<file path="config.mk">
export PLATFORM = sky130hd
export DESIGN_NAME = ppfifo
export DESIGN_NICKNAME = d
export VERILOG_FILES = /design/src/source/ppfifo_config_pkg.sv /design/src/source/ppfifo_handoff_pkg.sv /design/src/source/ppfifo_write_stage.sv /design/src/source/ppfifo_bank_memory.sv /design/src/source/ppfifo_read_stage.sv /design/src/source/ppfifo.sv
export SDC_FILE = /design/constraint.sdc
export NUM_CORES = 1
export LEC_CHECK = 0
export ABC_AREA = 1
export BUFFER_PORTS_ARGS = -buffer_cell sky130_fd_sc_hd__buf_2
export CORE_MARGIN = 10
export CORE_UTILIZATION = 40
export CTS_BUF_LIST = sky130_fd_sc_hd__clkbuf_4
export DETAILED_ROUTE_END_ITERATION = 12
export PLACE_DENSITY = 0.55
export SLEW_MARGIN = 0
export SYNTH_ARGS = -nofsm -noshare
export SYNTH_HDL_FRONTEND = slang
export SYNTH_HIERARCHICAL = 1
export SYNTH_SLANG_ARGS = --single-unit
</file>
<file path="constraint.sdc">
create_clock -name write_clock -period 3.8 [get_ports write_clock]
set_clock_uncertainty 0.15 [all_clocks]
set_input_delay 0.57 -clock write_clock [delete_from_list [all_inputs] [get_ports write_clock]]
set_output_delay 0.57 -clock write_clock [all_outputs]
set_load 0.05 [all_outputs]
</file>
<file path="src/source/ppfifo_config_pkg.sv">
`default_nettype none

package ppfifo_config_pkg;

  // Word width carried through both banks
  localparam int DATA_WIDTH = 8;

  // Index width within one bank
  localparam int ADDRESS_WIDTH = 4;

  // Words per bank
  localparam int BANK_DEPTH = 1 << ADDRESS_WIDTH;

  // One stored word
  typedef logic [DATA_WIDTH-1:0] data_t;

  // Word index inside a bank
  typedef logic [ADDRESS_WIDTH-1:0] addr_t;

  // Burst length, one bit wider so a full bank fits
  typedef logic [ADDRESS_WIDTH:0] count_t;

  // Bank number, 0 or 1
  typedef logic bank_t;

  // One bit per bank, bit 0 is bank 0
  typedef logic [1:0] bank_mask_t;

endpackage

`default_nettype wire

</file>
<file path="src/source/ppfifo_handoff_pkg.sv">
`default_nettype none

package ppfifo_handoff_pkg;

  import ppfifo_config_pkg::*;

  // Filled bank handed from write stage to read stage
  typedef struct packed {
    logic   valid;
    bank_t  bank;
    count_t count;
  } bank_commit_t;

  // Bank given back from read stage to write stage
  typedef struct packed {
    logic  valid;
    bank_t bank;
  } bank_release_t;

  // Memory write port request
  typedef struct packed {
    logic  enable;
    bank_t bank;
    addr_t address;
    data_t data;
  } mem_write_t;

  // Memory read port address
  typedef struct packed {
    bank_t bank;
    addr_t address;
  } mem_read_t;

endpackage

`default_nettype wire

</file>
<file path="src/source/ppfifo_write_stage.sv">
`timescale 1ns/1ps
`default_nettype none

module ppfifo_write_stage
  import ppfifo_config_pkg::*;
  import ppfifo_handoff_pkg::*;
(
  input  wire           write_clock,
  input  wire           reset,
  input  wire bank_mask_t    write_activate,
  input  wire           write_strobe,
  input  wire data_t         write_data,
  input  wire bank_release_t bank_release,
  output bank_mask_t    write_ready,
  output bank_commit_t  commit,
  output mem_write_t    mem_write,
  output logic          inactive
);

  // Words written so far into each bank
  count_t     fill_count [2];
  // Bank handed to the read side and not yet returned
  logic [1:0] committed;
  // Exactly one bank selected, 11 counts as none
  logic       write_valid;
  bank_t      write_bank;
  // Strobe that really lands in memory
  logic       accept;
  // Bank filled and waiting to be committed
  logic [1:0] commit_ready;

  assign write_valid = (write_activate == 2'b01) || (write_activate == 2'b10);
  assign write_bank  = write_activate[1];

  // Saturate at a full bank, never write into a committed bank
  assign accept = write_valid && write_strobe && !committed[write_bank] &&
                  (fill_count[write_bank] < count_t'(BANK_DEPTH));

  // Commit only while the producer holds no bank
  always_comb begin
    for (int b = 0; b < 2; b++) begin
      commit_ready[b] = (write_activate == 2'b00) &&
                        (fill_count[b] != '0) && !committed[b];
    end
  end

  // Memory write goes out in the same cycle as the strobe
  always_comb begin
    mem_write.enable  = accept;
    mem_write.bank    = write_bank;
    mem_write.address = addr_t'(fill_count[write_bank]);
    mem_write.data    = write_data;
  end

  assign inactive = (fill_count[0] == '0) && (fill_count[1] == '0) &&
                    (write_ready == 2'b11) && !write_strobe;

  always_ff @(posedge write_clock) begin
    if (reset) begin
      fill_count[0] <= '0;
      fill_count[1] <= '0;
      committed     <= '0;
      write_ready   <= '0;
      commit        <= '0;
    end else begin
      commit.valid <= 1'b0;

      // Empty free bank is offered again, also covers the first edge out of reset
      for (int b = 0; b < 2; b++) begin
        if ((fill_count[b] == '0) && !committed[b]) begin
          write_ready[b] <= 1'b1;
        end
      end

      // First strobe takes the bank away from the idle pool
      if (accept) begin
        fill_count[write_bank]  <= fill_count[write_bank] + count_t'(1);
        write_ready[write_bank] <= 1'b0;
      end

      // Bank 0 wins a tie, bank 1 follows on the next cycle
      if (commit_ready[0]) begin
        commit.valid <= 1'b1;
        commit.bank  <= 1'b0;
        commit.count <= fill_count[0];
        committed[0] <= 1'b1;
      end else if (commit_ready[1]) begin
        commit.valid <= 1'b1;
        commit.bank  <= 1'b1;
        commit.count <= fill_count[1];
        committed[1] <= 1'b1;
      end

      // Reader is done with the bank
      for (int b = 0; b < 2; b++) begin
        if (bank_release.valid && (bank_release.bank == bank_t'(b))) begin
          fill_count[b]  <= '0;
          committed[b]   <= 1'b0;
          write_ready[b] <= 1'b1;
        end
      end
    end
  end

endmodule

`default_nettype wire

</file>
<file path="src/source/ppfifo_bank_memory.sv">
`timescale 1ns/1ps
`default_nettype none

module ppfifo_bank_memory
  import ppfifo_config_pkg::*;
  import ppfifo_handoff_pkg::*;
(
  input  wire             write_clock,
  input  wire mem_write_t mem_write,
  input  wire mem_read_t  mem_read,
  output data_t           read_word
);

  // Bank number is the top address bit
  logic [ADDRESS_WIDTH:0] write_slot;
  logic [ADDRESS_WIDTH:0] read_slot;

  // Both banks in one array
  data_t storage [2*BANK_DEPTH];

  assign write_slot = {mem_write.bank, mem_write.address};
  assign read_slot  = {mem_read.bank, mem_read.address};

  always_ff @(posedge write_clock) begin
    if (mem_write.enable) begin
      storage[write_slot] <= mem_write.data;
    end
  end

  // Registered read, word follows its address by one edge
  always_ff @(posedge write_clock) begin
    read_word <= storage[read_slot];
  end

endmodule

`default_nettype wire

</file>
<file path="src/source/ppfifo_read_stage.sv">
`timescale 1ns/1ps
`default_nettype none

module ppfifo_read_stage
  import ppfifo_config_pkg::*;
  import ppfifo_handoff_pkg::*;
(
  input  wire               write_clock,
  input  wire               reset,
  input  wire bank_commit_t commit,
  input  wire               read_activate,
  input  wire               read_strobe,
  input  wire data_t        read_word,
  output mem_read_t         mem_read,
  output bank_release_t     bank_release,
  output logic              read_ready,
  output count_t            read_count,
  output data_t             read_data
);

  typedef enum logic [1:0] {
    state_idle,
    state_prime,
    state_active,
    state_drop
  } read_state_t;

  read_state_t state;

  // Committed banks in commit order
  bank_t      queue_bank  [2];
  count_t     queue_count [2];
  logic       queue_head;
  logic [1:0] queue_used;
  logic       queue_tail;

  // Bank held by the reader and the word on show
  bank_t      active_bank;
  addr_t      read_index;

  logic       push;
  logic       take_bank;
  logic       advance;

  assign queue_tail = queue_head ^ queue_used[0];
  assign push       = commit.valid;

  // Offer a bank only while none is held
  assign read_ready = (state == state_idle) && (queue_used != 2'd0);
  assign take_bank  = read_ready && read_activate;

  // Strobes past the last word are dropped
  assign advance = (state == state_active) && read_activate && read_strobe &&
                   ((count_t'(read_index) + count_t'(1)) < read_count);

  // Next address goes out early so strobes can come every cycle
  always_comb begin
    mem_read.bank    = active_bank;
    mem_read.address = advance ? read_index + addr_t'(1) : read_index;
  end

  // Memory output holds while the address stays put
  assign read_data = read_word;

  // Queue payload
  always_ff @(posedge write_clock) begin
    if (push) begin
      queue_bank[queue_tail]  <= commit.bank;
      queue_count[queue_tail] <= commit.count;
    end
  end

  always_ff @(posedge write_clock) begin
    if (reset) begin
      state        <= state_idle;
      queue_head   <= 1'b0;
      queue_used   <= 2'd0;
      active_bank  <= 1'b0;
      read_index   <= '0;
      read_count   <= '0;
      bank_release <= '0;
    end else begin
      bank_release.valid <= 1'b0;

      // Queue occupancy, push and pop may meet
      case ({push, take_bank})
        2'b10:   queue_used <= queue_used + 2'd1;
        2'b01:   queue_used <= queue_used - 2'd1;
        default: queue_used <= queue_used;
      endcase
      if (take_bank) begin
        queue_head <= ~queue_head;
      end

      case (state)
        state_idle: begin
          // Oldest committed bank first
          if (take_bank) begin
            active_bank <= queue_bank[queue_head];
            read_count  <= queue_count[queue_head];
            read_index  <= '0;
            state       <= state_prime;
          end
        end
        state_prime: begin
          // Word 0 is being fetched this cycle
          if (!read_activate) begin
            bank_release.valid <= 1'b1;
            bank_release.bank  <= active_bank;
            state              <= state_drop;
          end else begin
            state <= state_active;
          end
        end
        state_active: begin
          if (!read_activate) begin
            bank_release.valid <= 1'b1;
            bank_release.bank  <= active_bank;
            state              <= state_drop;
          end else if (advance) begin
            read_index <= read_index + addr_t'(1);
          end
        end
        state_drop: begin
          // Release pulse is out, back to offering banks
          read_count <= '0;
          state      <= state_idle;
        end
        default: begin
          state <= state_idle;
        end
      endcase
    end
  end

endmodule

`default_nettype wire

</file>
<file path="src/source/ppfifo.sv">
`timescale 1ns/1ps
`default_nettype none

module ppfifo
  import ppfifo_config_pkg::*;
  import ppfifo_handoff_pkg::*;
(
  input  wire             write_clock,
  input  wire             reset,
  input  wire bank_mask_t write_activate,
  input  wire             write_strobe,
  input  wire data_t      write_data,
  input  wire             read_activate,
  input  wire             read_strobe,
  output bank_mask_t      write_ready,
  output logic            read_ready,
  output count_t          read_count,
  output data_t           read_data,
  output logic            inactive
);

  // Stage to stage traffic
  bank_commit_t  commit;
  bank_release_t bank_release;
  mem_write_t    mem_write;
  mem_read_t     mem_read;
  data_t         read_word;

  ppfifo_write_stage i_write_stage (
    .write_clock    (write_clock),
    .reset          (reset),
    .write_activate (write_activate),
    .write_strobe   (write_strobe),
    .write_data     (write_data),
    .bank_release   (bank_release),
    .write_ready    (write_ready),
    .commit         (commit),
    .mem_write      (mem_write),
    .inactive       (inactive)
  );

  ppfifo_bank_memory i_bank_memory (
    .write_clock (write_clock),
    .mem_write   (mem_write),
    .mem_read    (mem_read),
    .read_word   (read_word)
  );

  ppfifo_read_stage i_read_stage (
    .write_clock   (write_clock),
    .reset         (reset),
    .commit        (commit),
    .read_activate (read_activate),
    .read_strobe   (read_strobe),
    .read_word     (read_word),
    .mem_read      (mem_read),
    .bank_release  (bank_release),
    .read_ready    (read_ready),
    .read_count    (read_count),
    .read_data     (read_data)
  );

endmodule

`default_nettype wire

</file>
Word level (Yosys, flattened, before mapping)

Memories as Yosys holds them, arrays and structs flattened. A register that Yosys moved wholly into a read port is not among the register bits.
Index checks and enable logic that the tools add are counted.

$add $sub $neg: 5
$lt $le $gt $ge: 4
Equal/unequal tests: 13
Multiplexer cells: 43
Bitwise logic cells: 16
Reductions and logical operators: 47

Operators with widths:

| cell                | count |
|---|---|
| $mux 1              | 26 |
| $logic_and 1x1->1   | 20 |
| $mux 5              | 3 |
| $mux 7              | 2 |
| $mux 4              | 3 |
| $eq 2x2->1 const B  | 5 |
| $logic_not 5->1     | 2 |
| $pmux 5 s2          | 1 |
| $reduce_and 2->1    | 5 |
| $reduce_bool 2->1   | 5 |
| $reduce_bool 5->1   | 2 |
| $reduce_or 2->1     | 5 |
| $mux 2              | 4 |
| $pmux 2 s4          | 1 |
| $pmux 4 s2          | 1 |
| $not 1->1           | 7 |
| $eq 2x1->1 const B  | 3 |
| $add 4x1->5 const B | 1 |
| $add 5x1->5 const B | 1 |
| $lt 5x5->1          | 1 |
| $lt 5x5->1 const B  | 1 |
| $add 4x1->4 const B | 1 |
| $and 1x1->1         | 4 |
| $logic_not 1->1     | 4 |
| other kinds (16)    | 20 |

Register bits: 27
Bits in writable memories: 278
Input port bits: 15
Output and inout port bits: 17
Logic and storage cells: 145
Memories: 4

Memory list:

| memory                   | words | bits a word | read ports | clocked after memory_dff | write ports | line                     | RTL |
|---|---|---|---|---|---|---|---|
| i_bank_memory.storage    | 32    | 8           | 1          | 1                        | 1           | ppfifo_bank_memory.sv:19 | `data_t storage [2*BANK_DEPTH];` |
| i_read_stage.queue_count | 2     | 5           | 1          | 1                        | 1           | ppfifo_read_stage.sv:32  | `count_t queue_count [2];` |
| i_write_stage.fill_count | 2     | 5           | 3          | 0                        | 3           | ppfifo_write_stage.sv:21 | `count_t fill_count [2];` |
| i_read_stage.queue_bank  | 2     | 1           | 1          | 1                        | 1           | ppfifo_read_stage.sv:31  | `bank_t queue_bank [2];` |

Longest topological paths before layout

Gate-level depths: netlist of the first run.

Word-level depth: 10
Depth in mapped cells: 22
Mapped depth without buffers: 20

By module

The synthesis of the first run kept the hierarchy.

By module, submodules not included:

| module             | times used | cells each | area each (sq um) | seq. area each (sq um) |
|---|---|---|---|---|
| ppfifo_bank_memory | 1          | 922        | 10787.8           | 7847.5 |
| ppfifo_read_stage  | 1          | 190        | 1607.8            | 720.7 |
| ppfifo_write_stage | 1          | 152        | 1212.4            | 520.5 |

Least setup slack after synthesis of the first run

No wires, ideal clock.

Path kind: flip-flop to flip-flop
From: register i_read_stage.read_index[0]
To: register i_bank_memory.read_word[0], read port of i_bank_memory.storage
Data arrival time: 2406 ps
Data required time: 3537 ps
Slack: 1131 ps
Cell stages (with the launch flop): 19
Cells stage by stage: dfxtp_1 -> ha_1 -> xnor2_1 -> inv_1 -> ha_1 -> nand2_1 -> a21oi_1 -> nor2_2 -> nand3_1 -> and2_1 -> inv_2 -> clkbuf_1 -> nand3_1 -> nand3_1 -> nand2_1 -> nand2_1 -> nand2_1 -> nand2_1 -> nand2_1

RTL lines:

| what                     | line                     | RTL |
|---|---|---|
| start: declaration       | ppfifo_read_stage.sv:39  | `addr_t read_index;` |
| start signal: assignment | ppfifo_read_stage.sv:121 | `read_index <= read_index + addr_t'(1);` |
| end: declaration         | ppfifo_bank_memory.sv:11 | `output data_t read_word` |

==> impl_metrics.toml, run 1 <==
[outcome]
status = "completed"

[floorplan]
core_um2 = 33530
start_util_pct = 40.58
die_area_um2 = 41800
io_pins = 32
die_w_um = 204.4
die_h_um = 204.4
std_cell_rows = 67

[clocking]
ctsRootBufferMaster = "clkbuf_4"
cts-buffers-inserted = 83
postCtsHoldBufs = 0
tritoncts = "built"
postCtsSetupRepairBufs = 0
clkTransAtPathRegs_ns = 0.06
numClockSinks = 315
htree_levels = 3
cts_max_path_buffers = 3
insertion_delay_ns = 0.72
cts_resized = 0

[synthesis]
synth_xor_area_share_pct = 0.3218
synthSimpleGateAreaFrac_pct = 23.80
synth-adder-area-share_pct = 1.103
synth-seq-area-share_pct = 66.79
synthMuxAreaShare_pct = 0
synthCells = 1264
yosys_warnings = 6
synth_cell_types = 39
avgSynthCellArea_um2 = 10.77
synth_nets = 1291
synth_seq_cells = 315
synth_top_family_by_area = "simple AND/OR/NAND/NOR gates"
netlist_area_um2 = 13610
synth-compound-area-share_pct = 2.060

[flow_run]
maxCapViolCount = 0

[setup_path]
path_max_fanout = 54
cp-end-kind = "register"
critPathLaunchType = "register"
crit_path_start = "i_read_stage/read_index[0]"
required_ns = 4.24
rrSetupSlack_ns = 0.45
worstSetupPathType = "reg -> reg"
reg2reg_from = "i_read_stage/read_index[0]"
critPathArrivalTime_ns = 3.79

[worst_hold_path]
hold_start = "read_activate"
hp-class = "in -> reg"

[pwr]
ir_drop_v = 0.0002853
power.leakage_nw = 5.828
finalPower_mw = 7.492
p_per_area_nw_per_um2 = 493.7

[sta]
relSlewSlack_pct = 42.44
tightest_slew_ns = 0.8634
hold_slack_ns = 0.1726
final_max_slew_viol_count = 0
tns_ns = 0
setup_violations = 0
finalCriticalPeriod_ns = 3.354
hold_viol = 0
post-route-period-util_pct = 88.25
rsz0062_at_grt = "no"
fmax_ghz = 0.2982

[final_layout]
postLayoutCellArea_um2 = 15180
drive_above_1_share_pct = 17.13
num-nets-final = 1378
final_core_util_pct = 45.26
num-fill-cells = 3222
mostFrequentLayoutCells = "nand2_1, edfxtp_1, nand3_1"
area_delta_synth_final_pct = 11.53
final_common_cell = "nand2_1"

[placement]
dpl_cell_area_um2 = 14150
io_buffers = 31
dp_hpwl_um = 20950
place_congestion = 0.8352

[global_routing]
gr-total-overflow = 0
grt_max_degree = 129
grt_pass1_wl_um = 52270
track_usage_pct = 16.12
antenna_found_initial = 2
grt_pass1_vias = 9427

[route]
drc = 0
drtAntennaViolNets = 0
avgViaCountPerCell = 4.999
vias = 9294
wl_um = 33600
drtIter0Drc = 732
dr.pass1.iters = 5
wl_per_cell_um = 18.08
==> cell families (layout without fill, tap and decap cells) <==
family                   Yosys count  after routing
AND/OR/NAND/NOR                  752            752
flip-flops                       315            315
buffers and inverters            136            279
AO/OA/AOI/OAI                     44             44
adder cells (fa/ha/maj)           12             12
XOR/XNOR                           5              5
other                              0              4
==> where the power goes <==
| group | internal (mW) | switching [mW] |
|---|---|---|
| registers | 3.86 | 0.0683 |
| clock network | 1.52 | 1.33 |
| logic | 0.187 | 0.536 |
==> cells in the mapped netlist <==
cell type	number	area (µm²)
a21oi_1	25	125.1
a21oi_4	1	16.27
nor2_2	4	25.02
buf_6	25	281.5
nor3_1	1	5.000
nand2_1	427	1603
buf_2	15	75.07
a21boi_0	1	7.510
or2_2	1	6.260
and2_1	4	25.02
nor2_4	2	22.52
buf_1	2	7.510
o21ai_1	1	5.000
o21ai_2	4	35.03
nor3b_1	2	15.01
nand3_4	2	35.03
ha_1	12	150.1
clkbuf_1	11	41.29
a211oi_2	1	12.51
nand3_1	229	1146
xnor2_1	4	35.03
o21ai_0	1	5.000
o211ai_1	6	45.04
nand2_2	3	18.77
a31oi_1	1	6.260
inv_1	56	210.2
edfxtp_1	278	8348
nor2_1	68	255.2
nand2_4	1	11.26
nand3_2	3	30.03
nand4_1	1	6.260
buf_4	24	180.2
and2_4	1	8.760
nor3_2	1	10.01
o21bai_1	3	22.52
dfxtp_1	37	740.7
inv_2	3	11.26
xor2_1	1	8.760
nand3b_1	2	15.01
==> layer usage <==
metal	wire length (µm)	global-route usage [%]	share of wire, %
met1	15690	21.91	47
met2	15440	25.02	46
met3	1908	3.566	5.7
met4	565	5.422	1.7
met5	0	0	0
==> registers in the layout, summed over array words and instances, names as in the netlist, 2 cells and up, named ones only <==
name                       flops
i_read_stage/queue_bank        2
i_write_stage/fill_count      10
i_read_stage/queue_count      10
i_read_stage/read_index        4
i_write_stage/committed        2
i_write_stage/commit           7
i_read_stage/read_count        5
i_read_stage/bank_release      2
i_read_stage/queue_used        2
i_read_stage/state             2
i_bank_memory/read_word        8
i_bank_memory/storage        256
i_write_stage/write_ready      2
==> metrics by stage <==
| step | instances | setup slack (ns) |
|---|---|---|
| after detailed placement | 1714 | 0.4409 |
| after global routing | 1859 | 0.08539 |
| final | 1859 | 0.4465 |
| after floorplan | 1264 | 1.131 |
| after global placement | 1714 | 0.4975 |
| after CTS | 1855 | 0.4483 |
==> final timing paths <==
path	to	cells past startpoint
worst max-delay path	i_bank_memory/read_word[4]	20
worst min-delay path	i_read_stage/bank_release[1]	4
worst max register to register	i_bank_memory/read_word[4]	20
worst min register to register	i_read_stage/queue_count[1][1]	0
==> critical path: stages (launching register included) <==
cell      delay [ns]
dfxtp_1         0.45
ha_1            0.23
nand2_1         0.07
nor2_1          0.13
ha_1            0.27
nand2_1         0.10
nor2_1          0.05
nand2_1         0.15
nand3_2         0.13
nand2_1         0.10
and2_4          0.16
clkinv_2        0.26
buf_12          0.29
nand2_1         0.08
nand3_1         0.09
nand3_1         0.10
nand2_1         0.12
nand2_1         0.09
nand2_1         0.06
nand2_1         0.07
nand2_1         0.10
==> final cells by class <==
class	count	area, µm²	area share [%]
diodes	4	10.01	0.06595
clock buffers	128	960.9	6.331
clock inverters	13	52.55	0.3462
inverters	59	222.7	1.467
multi-input cells	813	3716	24.48
flip-flops and latches	315	9089	59.88
well taps	448	560.5	3.693
repair buffers	79	565.5	3.726
Power figures use the tool's default switching activity.
==> run 2: changes to the inputs <==
Settings changed: CELL_PAD_IN_SITES_DETAIL_PLACEMENT from default to 0, CELL_PAD_IN_SITES_GLOBAL_PLACEMENT from default to 2, PLACE_DENSITY 0.55 to 0.76.
==> impl_metrics.toml, run 2 (same netlist as run 1, synthesis figures left out) <==
[outcome]
status = "completed"

[setup_path]
reg2reg_from = "i_read_stage/read_index[0]"
crit_family = "simple AND/OR/NAND/NOR gates"
reg2regPathDepth = 19
slowest_stage = "dfxtp_1"
critPathArrivalTime_ns = 3.79
critPathLaunchType = "register"
worst-path-buf-inv = 3
crit_path_start = "i_read_stage/read_index[0]"
path_max_fanout = 47
max_stage_delay_ns = 0.37
path_common_cell = "nand2_1"
cp-end-kind = "register"
worstSetupPathType = "reg -> reg"
regToRegEndpoint = "i_bank_memory/read_word[7]"
required_ns = 4.29
crit_chain = "ha_1 -> xnor2_1 -> inv_1 -> ha_1 -> nand2_1 -> a21oi_1 -> nor2_2 -> nand3_1 -> and2_4 -> inv_4 -> buf_12 -> nand2_1 -> nand3_1 -> nand3_1 -> nand2_1 -> nand2_1 -> nand2_1 -> nand2_1 -> nand2_1"
rrSetupSlack_ns = 0.51

[floorplan]
start_util_pct = 40.58
die_w_um = 204.4
die_h_um = 204.4
core_um2 = 33530
std_cell_rows = 67
die_area_um2 = 41800
io_pins = 32

[placement]
dp_hpwl_um = 21050
dpl_cell_area_um2 = 14210
io_buffers = 31
place_congestion = 0.7775

[global_routing]
track_usage_pct = 16.55
gr-total-overflow = 0
grt_max_degree = 84
grt_pass1_wl_um = 53340
antenna_found_initial = 1
grt_pass1_vias = 9239

[sta]
fmax_ghz = 0.3036
final_max_slew_viol_count = 0
relSlewSlack_pct = 45.09
post-route-period-util_pct = 86.69
hold_viol = 0
rsz0062_at_grt = "no"
tightest_slew_ns = 0.8237
finalCriticalPeriod_ns = 3.294
setup_violations = 0
tns_ns = 0

[final_layout]
num-nets-final = 1381
num-fill-cells = 3252
drive_above_1_share_pct = 17.61
reg_top3 = "i_bank_memory/storage (256), i_read_stage/queue_count (10), i_write_stage/fill_count (10)"
multi_input_area_um2 = 3716
area_delta_synth_final_pct = 12.55
register_area_um2 = 9089
largest_register_ffs = 256
final_common_cell = "nand2_1"
top_register = "i_bank_memory/storage"
postLayoutCellArea_um2 = 15320
mostFrequentLayoutCells = "nand2_1, edfxtp_1, nand3_1"

[route]
dr.pass1.iters = 5
vias = 9132
wl_um = 33960
avgViaCountPerCell = 4.902
drtAntennaViolNets = 0
wl_per_cell_um = 18.23
drtIter0Drc = 618
drc = 0

[clocking]
insertion_delay_ns = 0.70
cts_resized = 0
htree_levels = 3
numClockSinks = 315
cts-buffers-inserted = 84
tritoncts = "built"
postCtsHoldBufs = 0
postCtsSetupRepairBufs = 0
cts_max_path_buffers = 3
clkTransAtPathRegs_ns = 0.06
ctsRootBufferMaster = "clkbuf_4"

[worst_hold_path]
min_path_cells = 4
min_to = "i_read_stage/queue_head"
hold_start = "read_activate"
hp-class = "in -> reg"

[pwr]
power.leakage_nw = 5.898
finalPower_mw = 7.714
p_per_area_nw_per_um2 = 503.6
ir_drop_v = 0.0002251

[flow_run]
maxCapViolCount = 0
==> run 2: changes by cell type in the layout (fill, tap and decap cells not counted) <==
cell and change:
clkbuf_4 +4, buf_12 +3, diode_2 -3, bufinv_16 +2, inv_2 -2, buf_4 -1
clkinv_1 -1, inv_4 +1, inv_6 +1
==> run 2: power by group <==
group	internal [mW]	switching [mW]	leakage (nW)
Sequential	3.85	0.0618	2.82
Combinational	0.191	0.534	2.41
Clock	1.70	1.37	0.664
==> run 2: routing by layer <==
| layer | up-vias | track usage [%] | part of all wire [%] |
|---|---|---|---|
| li1 | 4528 | - | - |
| met1 | 4322 | 22.35 | 47 |
| met2 | 233 | 25.85 | 46 |
| met3 | 49 | 3.360 | 4.8 |
| met4 | 0 | 6.109 | 1.7 |
| met5 | - | 0 | 0 |
==> run 2: final cells by class <==
class	instances	area share, %
sequential	315	59.34
tap	448	3.660
timing repair buffer	81	4.036
multi-input combinational	813	24.26
inverter	59	1.462
clock inverter	14	0.7516
antenna	1	0.01634
clock buffer	132	6.470
==> run 2: worst min-delay path: stages <==
cell and delay, ns:
buf_2 0.14, nand2_4 0.10, nand2_1 0.09, a21oi_1 0.06
==> run 2: worst max path at each step <==
stage	to	slack, ns	depth (start not counted)
after floorplan	i_bank_memory/read_word[0]	1.13	18
after global placement	i_bank_memory/read_word[1]	0.49	19
after detailed placement	i_bank_memory/read_word[1]	0.45	18
after CTS	i_bank_memory/read_word[1]	0.48	18
after global routing	i_bank_memory/read_word[2]	0.20	19
final	i_bank_memory/read_word[7]	0.51	19
==> run 2: stage by stage <==
step | utilization [%] | hold slack, ns | setup WS [ns] | std cells
CTS | 45.67 | 0.1190 | 0.4775 | 1862
floorplan | - | 0.2759 | 1.131 | 1264
detailed placement | 42.37 | 0.2978 | 0.4521 | 1716
global placement | 42.37 | 0.2903 | 0.4918 | 1716
global route | 45.68 | 0.1581 | 0.1957 | 1863
finish | 45.68 | 0.1800 | 0.5059 | 1863
==> run 3: changes to the inputs <==
Settings changed: RECOVER_POWER from default to 100.
==> impl_metrics.toml, run 3 (same netlist as run 1, synthesis figures left out) <==
[clocking]
tritoncts = "built"
htree_levels = 3
cts_resized = 0
ctsRootBufferMaster = "clkbuf_4"
numClockSinks = 315
insertion_delay_ns = 0.71
cts-buffers-inserted = 84
postCtsSetupRepairBufs = 0
postCtsHoldBufs = 0
cts_max_path_buffers = 3
clkTransAtPathRegs_ns = 0.07

[global_routing]
antenna_found_initial = 1
grt_pass1_wl_um = 53340
track_usage_pct = 16.55
grt_max_degree = 84
gr-total-overflow = 0
grt_pass1_vias = 9239

[setup_path]
cp_num_cells = 20
path_max_fanout = 47
critPathArrivalTime_ns = 3.86
path_common_cell = "nand2_1"
crit_chain = "ha_1 -> xnor2_1 -> inv_1 -> ha_1 -> nand2_1 -> nor2_1 -> nand2_1 -> nand3_1 -> nand2_1 -> and2_4 -> inv_4 -> buf_12 -> nand2_1 -> nand3_1 -> nand3_1 -> nand2_1 -> nand2_1 -> nand2_1 -> nand2_1 -> nand2_1"
worstSetupPathType = "reg -> reg"
reg2reg_from = "i_read_stage/read_index[0]"
worst-path-buf-inv = 3
slowest_stage = "dfxtp_1"
required_ns = 4.30
crit_family = "simple AND/OR/NAND/NOR gates"
reg2regPathDepth = 20
critPathLaunchType = "register"
max_stage_delay_ns = 0.37
cp-end-kind = "register"
crit_path_start = "i_read_stage/read_index[0]"

[floorplan]
std_cell_rows = 67
core_um2 = 33530
die_area_um2 = 41800
start_util_pct = 40.58
io_pins = 32
die_h_um = 204.4
die_w_um = 204.4

[final_layout]
final_common_cell = "nand2_1"
top_register = "i_bank_memory/storage"
register_area_um2 = 9089
area_delta_synth_final_pct = 10.82
drive_above_1_share_pct = 12.45
num-nets-final = 1381
largest_register_ffs = 256
mostFrequentLayoutCells = "nand2_1, edfxtp_1, nand3_1"
multi_input_area_um2 = 3647
num-fill-cells = 3312
postLayoutCellArea_um2 = 15080
reg_top3 = "i_bank_memory/storage (256), i_read_stage/queue_count (10), i_write_stage/fill_count (10)"

[pwr]
power.leakage_nw = 5.652
finalPower_mw = 7.675
ir_drop_v = 0.0002225
p_per_area_nw_per_um2 = 509.0

[route]
drc = 0
dr.pass1.iters = 4
vias = 9114
wl_um = 33960
drtAntennaViolNets = 0
wl_per_cell_um = 18.23
avgViaCountPerCell = 4.892
drtIter0Drc = 633

[flow_run]
maxCapViolCount = 8

[sta]
tns_ns = 0
relSlewSlack_pct = -30.68
fmax_ghz = 0.2975
finalCriticalPeriod_ns = 3.361
final_max_slew_viol_count = 264
tightest_slew_ns = 1.960
post-route-period-util_pct = 88.44
setup_violations = 0
hold_viol = 0
rsz0062_at_grt = "no"

[outcome]
violations = "capacitance limit, slew limit"
status = "complete, but fails checks"

[worst_hold_path]
hp-class = "in -> reg"
hold_start = "read_activate"
min_path_cells = 4

[placement]
place_congestion = 0.7775
io_buffers = 31
dpl_cell_area_um2 = 14210
dp_hpwl_um = 21050
[run 3: cell type report]
cell class	instances	share of cell area (%)
Inverter	59	1.485
Clock inverter	14	0.7633
Tap cell	448	3.717
Sequential cell	315	60.27
Multi-Input combinational cell	813	24.18
Clock buffer	132	6.571
Timing Repair Buffer	81	2.995
Antenna cell	1	0.01659
[run 3: worst reg2reg max path: stages (launching register included)]
cell,delay [ns]
dfxtp_1,0.37
ha_1,0.24
xnor2_1,0.20
inv_1,0.07
ha_1,0.29
nand2_1,0.05
nor2_1,0.08
nand2_1,0.13
nand3_1,0.20
nand2_1,0.09
and2_4,0.20
inv_4,0.22
buf_12,0.28
nand2_1,0.11
nand3_1,0.10
nand3_1,0.10
nand2_1,0.12
nand2_1,0.06
nand2_1,0.10
nand2_1,0.10
nand2_1,0.08
[run 3: routing by layer]
layer  GRT usage, %  share of wire, %
met1          22.35                47
met2          25.85                46
met3          3.360               4.7
met4          6.109               1.8
met5              0                 0
[run 3: path summary, 6_finish.rpt]
path	endpoint	slack, ns
worst max-delay path	i_bank_memory/read_word[7]	0.44
worst min-delay path	i_read_stage/bank_release[0]	0.13
worst max register to register	i_bank_memory/read_word[7]	0.44
worst min register to register	i_read_stage/queue_count[0][1]	0.32
[run 3: power breakdown]
part	switching, mW	internal, mW
Sequential	0.0626	3.86
Combinational	0.517	0.168
Clock	1.37	1.70
Total	1.95	5.73
[run 3: stage by stage]
step | utilization [%] | worst slack [ns] | hold WS (ns) | cells
floorplan | - | 1.131 | 0.2759 | 1264
global placement | 42.37 | 0.4918 | 0.2903 | 1716
detailed placement | 42.37 | 0.4521 | 0.2978 | 1716
CTS | 45.67 | 0.4775 | 0.1190 | 1862
global route | 44.97 | 0.1329 | 0.1207 | 1863
finish | 44.97 | 0.4392 | 0.1346 | 1863
